[src/cp0_pkg.sv]
package cp0_pkg;

	// cp0 register numbers, select 0 only
	localparam logic [4:0] badvaddr_num = 5'd8;
	localparam logic [4:0] count_num    = 5'd9;
	localparam logic [4:0] compare_num  = 5'd11;
	localparam logic [4:0] status_num   = 5'd12;
	localparam logic [4:0] cause_num    = 5'd13;
	localparam logic [4:0] epc_num      = 5'd14;

	// Cause.ExcCode values
	localparam logic [4:0] exccode_int  = 5'd0;
	localparam logic [4:0] exccode_adel = 5'd4;
	localparam logic [4:0] exccode_ades = 5'd5;
	localparam logic [4:0] exccode_sys  = 5'd8;
	localparam logic [4:0] exccode_bp   = 5'd9;
	localparam logic [4:0] exccode_ri   = 5'd10;
	localparam logic [4:0] exccode_ov   = 5'd12;

	// exception flags of one committed instruction, msb first
	typedef struct packed {
		// interrupt, merged in at commit
		logic int_f;
		// fetch address error
		logic adel_if;
		// load address error
		logic adel_d;
		// store address error
		logic ades;
		logic sys;
		logic bp;
		// reserved instruction
		logic ri;
		// overflow
		logic ov;
	} exc_flags_t;

endpackage

[src/exc_if.sv]
`timescale 1ns/10ps

interface exc_if;
	import cp0_pkg::*;

	// commit side
	exc_flags_t  exc;
	logic [31:0] exc_pc;
	logic        is_slot;
	logic [31:0] bad_addr;
	logic        eret;

	// cp0 side
	logic [31:0] epc;
	logic        int_pending;

	modport commit (
		output exc, exc_pc, is_slot, bad_addr, eret,
		input  epc, int_pending
	);

	modport cp0 (
		input  exc, exc_pc, is_slot, bad_addr, eret,
		output epc, int_pending
	);

endinterface

[src/cp0_timer_if.sv]
`timescale 1ns/10ps

interface cp0_timer_if;

	// mtc0 strobes from the register file
	logic        count_wen;
	logic        compare_wen;
	logic [31:0] wdata;

	// timer state back
	logic [31:0] count;
	logic [31:0] compare;
	logic        timer_irq;

	modport regs (
		output count_wen, compare_wen, wdata,
		input  count, compare, timer_irq
	);

	modport timer (
		input  count_wen, compare_wen, wdata,
		output count, compare, timer_irq
	);

endinterface

[src/cp0_timer.sv]
`timescale 1ns/10ps

module cp0_timer (
	input logic        clk,
	input logic        rst,
	cp0_timer_if.timer tmr
);

	logic        tick;
	logic [31:0] count_q;
	logic [31:0] compare_q;
	logic        irq_q;

	// half-rate enable for count
	always_ff @(posedge clk) begin
		if (rst) begin
			tick <= 1'b0;
		end else if (tmr.count_wen) begin
			tick <= 1'b0;
		end else begin
			tick <= ~tick;
		end
	end

	always_ff @(posedge clk) begin
		if (rst) begin
			count_q <= '0;
		end else if (tmr.count_wen) begin
			count_q <= tmr.wdata;
		end else if (tick) begin
			count_q <= count_q + 32'd1;
		end
	end

	always_ff @(posedge clk) begin
		if (rst) begin
			compare_q <= '0;
		end else if (tmr.compare_wen) begin
			compare_q <= tmr.wdata;
		end
	end

	// compare write acknowledges the interrupt
	always_ff @(posedge clk) begin
		if (rst) begin
			irq_q <= 1'b0;
		end else if (tmr.compare_wen) begin
			irq_q <= 1'b0;
		end else if (count_q == compare_q) begin
			irq_q <= 1'b1;
		end
	end

	assign tmr.count     = count_q;
	assign tmr.compare   = compare_q;
	assign tmr.timer_irq = irq_q;

endmodule

[src/cp0_regs.sv]
`timescale 1ns/10ps

module cp0_regs (
	input  logic        clk,
	input  logic        rst,
	input  logic [7:0]  cp0_addr,
	input  logic        cp0_wen,
	input  logic [31:0] cp0_wdata,
	output logic [31:0] cp0_rdata,
	input  logic [5:0]  int_num,
	exc_if.cp0          exc,
	cp0_timer_if.regs   tmr
);
	import cp0_pkg::*;

	logic [4:0]  reg_num;
	logic        sel_ok;
	logic        wr_status;
	logic        wr_cause;
	logic        wr_epc;
	logic        any_exc;
	logic        addr_err;
	logic [4:0]  exccode;

	logic [7:0]  status_im;
	logic        status_exl;
	logic        status_ie;
	logic        cause_bd;
	logic [7:0]  cause_ip;
	logic [4:0]  cause_exccode;
	logic [31:0] epc_q;
	logic [31:0] badvaddr_q;
	logic [31:0] status_word;
	logic [31:0] cause_word;

	assign reg_num = cp0_addr[7:3];
	assign sel_ok  = cp0_addr[2:0] == 3'd0;

	assign wr_status = cp0_wen && sel_ok && reg_num == status_num;
	assign wr_cause  = cp0_wen && sel_ok && reg_num == cause_num;
	assign wr_epc    = cp0_wen && sel_ok && reg_num == epc_num;

	assign tmr.count_wen   = cp0_wen && sel_ok && reg_num == count_num;
	assign tmr.compare_wen = cp0_wen && sel_ok && reg_num == compare_num;
	assign tmr.wdata       = cp0_wdata;

	assign any_exc  = |exc.exc;
	assign addr_err = exc.exc.adel_if | exc.exc.adel_d | exc.exc.ades;

	// fetch error outranks ri, data errors come last
	always_comb begin
		if (exc.exc.int_f) begin
			exccode = exccode_int;
		end else if (exc.exc.adel_if) begin
			exccode = exccode_adel;
		end else if (exc.exc.ri) begin
			exccode = exccode_ri;
		end else if (exc.exc.sys) begin
			exccode = exccode_sys;
		end else if (exc.exc.bp) begin
			exccode = exccode_bp;
		end else if (exc.exc.ov) begin
			exccode = exccode_ov;
		end else if (exc.exc.adel_d) begin
			exccode = exccode_adel;
		end else if (exc.exc.ades) begin
			exccode = exccode_ades;
		end else begin
			exccode = exccode_int;
		end
	end

	// status, BEV is tied high
	always_ff @(posedge clk) begin
		if (rst) begin
			status_im  <= '0;
			status_exl <= 1'b0;
			status_ie  <= 1'b0;
		end else begin
			if (wr_status) begin
				status_im <= cp0_wdata[15:8];
				status_ie <= cp0_wdata[0];
			end
			if (any_exc) begin
				status_exl <= 1'b1;
			end else if (exc.eret) begin
				status_exl <= 1'b0;
			end else if (wr_status) begin
				status_exl <= cp0_wdata[1];
			end
		end
	end

	always_ff @(posedge clk) begin
		if (rst) begin
			cause_bd      <= 1'b0;
			cause_ip      <= '0;
			cause_exccode <= '0;
		end else begin
			// hardware lines sampled every cycle, timer shares IP7
			cause_ip[7:2] <= {int_num[5] | tmr.timer_irq, int_num[4:0]};
			if (wr_cause) begin
				cause_ip[1:0] <= cp0_wdata[9:8];
			end
			if (any_exc) begin
				cause_exccode <= exccode;
				if (!status_exl) begin
					cause_bd <= exc.is_slot;
				end
			end
		end
	end

	// nested exceptions keep the first return address
	always_ff @(posedge clk) begin
		if (rst) begin
			epc_q <= '0;
		end else if (any_exc && !status_exl) begin
			epc_q <= exc.is_slot ? exc.exc_pc - 32'd4 : exc.exc_pc;
		end else if (wr_epc) begin
			epc_q <= cp0_wdata;
		end
	end

	always_ff @(posedge clk) begin
		if (rst) begin
			badvaddr_q <= '0;
		end else if (addr_err) begin
			badvaddr_q <= exc.bad_addr;
		end
	end

	assign status_word = {9'h0, 1'b1, 6'h0, status_im, 6'h0, status_exl, status_ie};
	assign cause_word  = {cause_bd, tmr.timer_irq, 14'h0, cause_ip, 1'b0, cause_exccode, 2'b0};

	always_comb begin
		cp0_rdata = '0;
		if (sel_ok) begin
			case (reg_num)
				badvaddr_num: cp0_rdata = badvaddr_q;
				count_num:    cp0_rdata = tmr.count;
				compare_num:  cp0_rdata = tmr.compare;
				status_num:   cp0_rdata = status_word;
				cause_num:    cp0_rdata = cause_word;
				epc_num:      cp0_rdata = epc_q;
				default:      cp0_rdata = '0;
			endcase
		end
	end

	assign exc.epc         = epc_q;
	assign exc.int_pending = !status_exl && status_ie && |(status_im & cause_ip);

endmodule

[src/exc_commit.sv]
`timescale 1ns/10ps

module exc_commit #(
	parameter logic [31:0] exc_entry = 32'hbfc0_0380
) (
	input  logic        clk,
	input  logic        rst,
	input  logic        commit_valid,
	input  logic [6:0]  commit_exc,
	input  logic [31:0] commit_pc,
	input  logic        commit_is_slot,
	input  logic [31:0] commit_bad_vaddr,
	input  logic        commit_eret,
	output logic        flush,
	output logic [31:0] redirect_pc,
	output logic        int_happen,
	exc_if.commit       exc
);
	import cp0_pkg::*;

	exc_flags_t flags;
	logic       any_exc;
	logic       eret_ok;

	// nothing reaches cp0 without a committing instruction
	always_comb begin
		flags = '0;
		if (commit_valid) begin
			flags = {exc.int_pending, commit_exc};
		end
	end

	assign any_exc = |flags;
	// eret never travels with an exception
	assign eret_ok = commit_valid && commit_eret && !any_exc;

	assign exc.exc      = flags;
	assign exc.exc_pc   = commit_pc;
	assign exc.is_slot  = commit_is_slot;
	assign exc.bad_addr = flags.adel_if ? commit_pc : commit_bad_vaddr;
	assign exc.eret     = eret_ok;

	assign flush       = any_exc || eret_ok;
	assign redirect_pc = any_exc ? exc_entry : exc.epc;
	assign int_happen  = exc.int_pending;

endmodule

[src/cp0_top.sv]
`timescale 1ns/10ps

module cp0_top #(
	parameter logic [31:0] exc_entry = 32'hbfc0_0380
) (
	input  logic        clk,
	input  logic        rst,
	input  logic [7:0]  cp0_addr,
	input  logic        cp0_wen,
	input  logic [31:0] cp0_wdata,
	output logic [31:0] cp0_rdata,
	input  logic        commit_valid,
	input  logic [6:0]  commit_exc,
	input  logic [31:0] commit_pc,
	input  logic        commit_is_slot,
	input  logic [31:0] commit_bad_vaddr,
	input  logic        commit_eret,
	input  logic [5:0]  int_num,
	output logic        flush,
	output logic [31:0] redirect_pc,
	output logic        int_happen
);

	exc_if       exc_bus ();
	cp0_timer_if tmr_bus ();

	cp0_timer i_timer (
		.clk (clk),
		.rst (rst),
		.tmr (tmr_bus.timer)
	);

	cp0_regs i_regs (
		.clk       (clk),
		.rst       (rst),
		.cp0_addr  (cp0_addr),
		.cp0_wen   (cp0_wen),
		.cp0_wdata (cp0_wdata),
		.cp0_rdata (cp0_rdata),
		.int_num   (int_num),
		.exc       (exc_bus.cp0),
		.tmr       (tmr_bus.regs)
	);

	exc_commit #(
		.exc_entry (exc_entry)
	) i_commit (
		.clk              (clk),
		.rst              (rst),
		.commit_valid     (commit_valid),
		.commit_exc       (commit_exc),
		.commit_pc        (commit_pc),
		.commit_is_slot   (commit_is_slot),
		.commit_bad_vaddr (commit_bad_vaddr),
		.commit_eret      (commit_eret),
		.flush            (flush),
		.redirect_pc      (redirect_pc),
		.int_happen       (int_happen),
		.exc              (exc_bus.commit)
	);

endmodule

[config.mk]
export PLATFORM = sky130hd
export DESIGN_NAME = cp0_top
export DESIGN_NICKNAME = d
export VERILOG_FILES = /design/src/cp0_pkg.sv /design/src/exc_if.sv /design/src/cp0_timer_if.sv /design/src/cp0_timer.sv /design/src/cp0_regs.sv /design/src/exc_commit.sv /design/src/cp0_top.sv
export SDC_FILE = /design/constraint.sdc
export NUM_CORES = 1
export LEC_CHECK = 0
export CAP_MARGIN = 20
export CORE_UTILIZATION = 30
export CTS_CLUSTER_SIZE = 24
export DETAILED_ROUTE_END_ITERATION = 6
export DONT_BUFFER_PORTS = 1
export PLACE_DENSITY = 0.54
export SYNTH_ARGS = -nofsm -noshare
export SYNTH_HDL_FRONTEND = slang
export SYNTH_HIERARCHICAL = 1
export SYNTH_SLANG_ARGS = --single-unit
[constraint.sdc]
create_clock -name clk -period 3.6 [get_ports clk]
set_input_delay 0.36 -clock clk [delete_from_list [all_inputs] [get_ports clk]]
set_output_delay 0.36 -clock clk [all_outputs]
set_load 0.005 [all_outputs]
==> results_dict.tcl <==
set metrics [dict create \
    slowest_delay_ns 0.63 \
    syn-cell-area_um2 9782 \
    cp-endpoint "redirect_pc[7]" \
    violations "DRC" \
    nets 1198 \
    crit_fanout 32 \
    final_cell_mix "dfxtp_1 (153), nand2_1 (114), nor2_1 (92)" \
    hp-class "in -> reg" \
    clk_latency_ns 0.43 \
    worst_pin_slew_ns 0.8409 \
    gp_congestion 0.9668 \
    layout_commonest_cell "dfxtp_1" \
    rr_startpoint "i_regs/status_im[7]" \
    fin_crit_sh_pct 86.48 \
    grt.overflow.total 0 \
    synth_edf_count 0 \
    startpoint "i_regs/status_im[7]" \
    startpoint_type "flop" \
    wl_per_cell_um 24.10 \
    post_drt_via_cell_ratio 5.672 \
    drive_gt1_share_pct 10.78 \
    worst_r2r_path_depth 9 \
    worst_ep_arrival_time_ns 2.75 \
    ys_types 65 \
    syn-num-nets 1321 \
    antenna_cells 0 \
    start_util_pct 30.76 \
    finalHoldViolCount 0 \
    min_period_ns 3.113 \
    grt_max_degree 154 \
    synth_warnings 6 \
    core_um2 31800 \
    wl_um 36640 \
    postCtsSetupRepairBufs 0 \
    finalSetupViolCount 0 \
    place_hpwl_um 27700 \
    power.density_nw_per_um2 403.5 \
    drv_cap 0 \
    r2r_slack_ns 0.68 \
    row_count 65 \
    crit_slowest_cell "o21ai_4" \
    cts.reportedPaths.clkPinSlew_ns 0.06 \
    rsz0062_at_grt "no" \
    max_freq_mhz 321.2 \
    grt_pass1_vias 8114 \
    area_growth_pct 4.962 \
    finalClockSkew_ns 0.005935 \
    ctsResizeCount 0 \
    cts_max_level 4 \
    multi_input_area_um2 5739 \
    drtIter0Drc 997 \
    vias 8621 \
    cp-end-kind "output port" \
    power.leakage_nw 3.231 \
    ys.flop_type "dfxtp_1" \
    cts_tree "done" \
    drcViolationCount 5 \
    die_area_um2 33330 \
    port_buffers 0 \
    ys_seq_elements 153 \
    clkSinkCount 153 \
    outcome "finished, violations left" \
    fin_setup_tns_ns 0 \
    dpl.cell_count 1486 \
    die_h_um 182.6 \
    instances_no_fill 1520 \
    firstDrtPassIters 7 \
    grt_first_pass_wirelength_um 53320 \
    required_ns 3.24 \
    final_cell_area_um2 10270 \
    n_fill_cell 3367 \
    netlist_instances 1196 \
    finalMaxSlewViolations 0 \
    seq_area_um2 3063 \
    clockBufferDepth 2 \
    peakVddDrop_v 0.0002535 \
    cts_buffers 17 \
    relSlewSlack_pct 43.15 \
    place_area_um2 9602 \
    path_cells "a22oi_1 > nand4_1 > and3_1 > or4_4 > o21ai_4 > nand2b_1" \
    root_buffer "clkbuf_16" \
    syn_area_per_cell_um2 8.179 \
    antenna_found_initial 0 \
    io_pins 189 \
    worstReg2RegEnd "i_regs/exc.epc[19]" \
    die-width_um 182.6 \
    grt_util_all_layers_pct 21.69 \
    worst-setup-path-type "reg -> out" \
    antenna_left 0 \
    ys_async_sr_fraction_pct 0 \
    ys_seq_area_share_pct 31.31 \
]
==> layer usage <==
| metal | wire, um | share of wire (%) | GRT usage [%] |
|---|---|---|---|
| met1 | 15620 | 43 | 27.57 |
| met2 | 16620 | 45 | 34.02 |
| met3 | 2525 | 6.9 | 4.829 |
| met4 | 1867 | 5.1 | 11.76 |
| met5 | 0 | 0 | 0 |
==> how the worst min path moves through the flow <==
stage,from,endpoint,slack [ns],cells past startpoint
after floorplan,i_regs/badvaddr_q[16],i_regs/badvaddr_q[16],0.43,2
after global placement,i_regs/badvaddr_q[23],i_regs/badvaddr_q[23],0.44,2
after detailed placement,i_regs/badvaddr_q[23],i_regs/badvaddr_q[23],0.44,2
after CTS,rst,i_timer/tmr.count[31],0.009,1
after global routing,rst,i_timer/tmr.count[30],0.0007,1
final,rst,i_timer/tmr.compare[15],0.06,1
==> what timing repair did <==
item | in CTS | in global routing
hold buffers | 0 | 1
endpoints found under the hold margin | 0 | 1
setup endpoints to repair | 0 | 0
==> area by class of cell <==
| cell class | count | area share [%] |
|---|---|---|
| flip-flops and latches | 153 | 29.83 |
| repair buffers | 20 | 1.755 |
| multi-input cells | 847 | 55.90 |
| well taps | 435 | 5.301 |
| inverters | 34 | 1.243 |
| clock buffers | 20 | 4.545 |
| clock inverters | 11 | 1.426 |
==> registers in the layout, indices dropped and copies added, names as in the netlist <==
register,count
i_regs/badvaddr_q,32
i_regs/exc.epc,32
i_timer/tmr.compare,32
i_timer/tmr.count,32
i_regs/cause_ip,8
i_regs/status_im,8
i_regs/cause_exccode,4
i_regs/cause_bd,1
i_regs/status_exl,1
i_regs/status_ie,1
i_timer/tick,1
i_timer/tmr.timer_irq,1
==> cell usage after synthesis (16+ instances only) <==
library cell / instances / area share, %
a21oi_1: 75 / 3.8
mux2_2: 40 / 4.6
or4_1: 21 / 1.6
mux2i_1: 55 / 5.6
nor2_1: 92 / 3.5
and2_1: 34 / 2.2
nor3_1: 23 / 1.2
a211oi_1: 53 / 4.1
nand4_1: 19 / 1.2
clkbuf_1: 73 / 2.8
dfxtp_1: 153 / 31
a311oi_1: 16 / 1.4
xor2_1: 16 / 1.4
a22oi_1: 30 / 2.3
a222oi_1: 23 / 2.4
nand2_1: 114 / 4.4
inv_1: 34 / 1.3
xnor2_1: 53 / 4.7
buf_4: 70 / 5.4
a31oi_1: 30 / 1.9
nor4_1: 16 / 1.0
nand3_1: 16 / 0.82
==> power by group <==
group          switching, W  leakage, nW  total (W)  internal [W]
combinational      0.000211         1.68   0.000379      0.000168
clock              0.000749        0.298    0.00189       0.00114
sequential         0.000103         1.25    0.00187       0.00177
total               0.00106         3.23    0.00414       0.00308
==> critical path, delay by kind of cell (launching register included) <==
kind	cells	cell delay (ns)
compound gates	2	0.83
flops	1	0.33
simple gates	4	1.16
==> logic make-up after synthesis <==
family / after synthesis / share of synthesized area, %
XOR/XNOR: 69 / 6.178
AND/OR/NAND/NOR: 415 / 22.46
multiplexers: 95 / 10.23
adder cells (fa/ha/maj): 2 / 0.2558
flip-flops: 153 / 31.31
AO/OA/AOI/OAI: 266 / 18.98
buffers and inverters: 196 / 10.58
==> through the flow <==
step | total power (W) | setup WS, ns | hold slack, ns | utilization (%)
after CTS | 0.004173 | 0.4767 | 0.008729 | 32.12
final | 0.004143 | 0.4865 | 0.05939 | 32.29
after detailed placement | 0.002274 | 0.7571 | 0.4449 | 30.19
after global routing | 0.004293 | 0.3009 | 0.0006609 | 32.29
after global placement | 0.002266 | 0.8315 | 0.4433 | 30.19
after floorplan | 0.002234 | 1.035 | 0.4321 | -
Power figures use the tool's default switching activity.
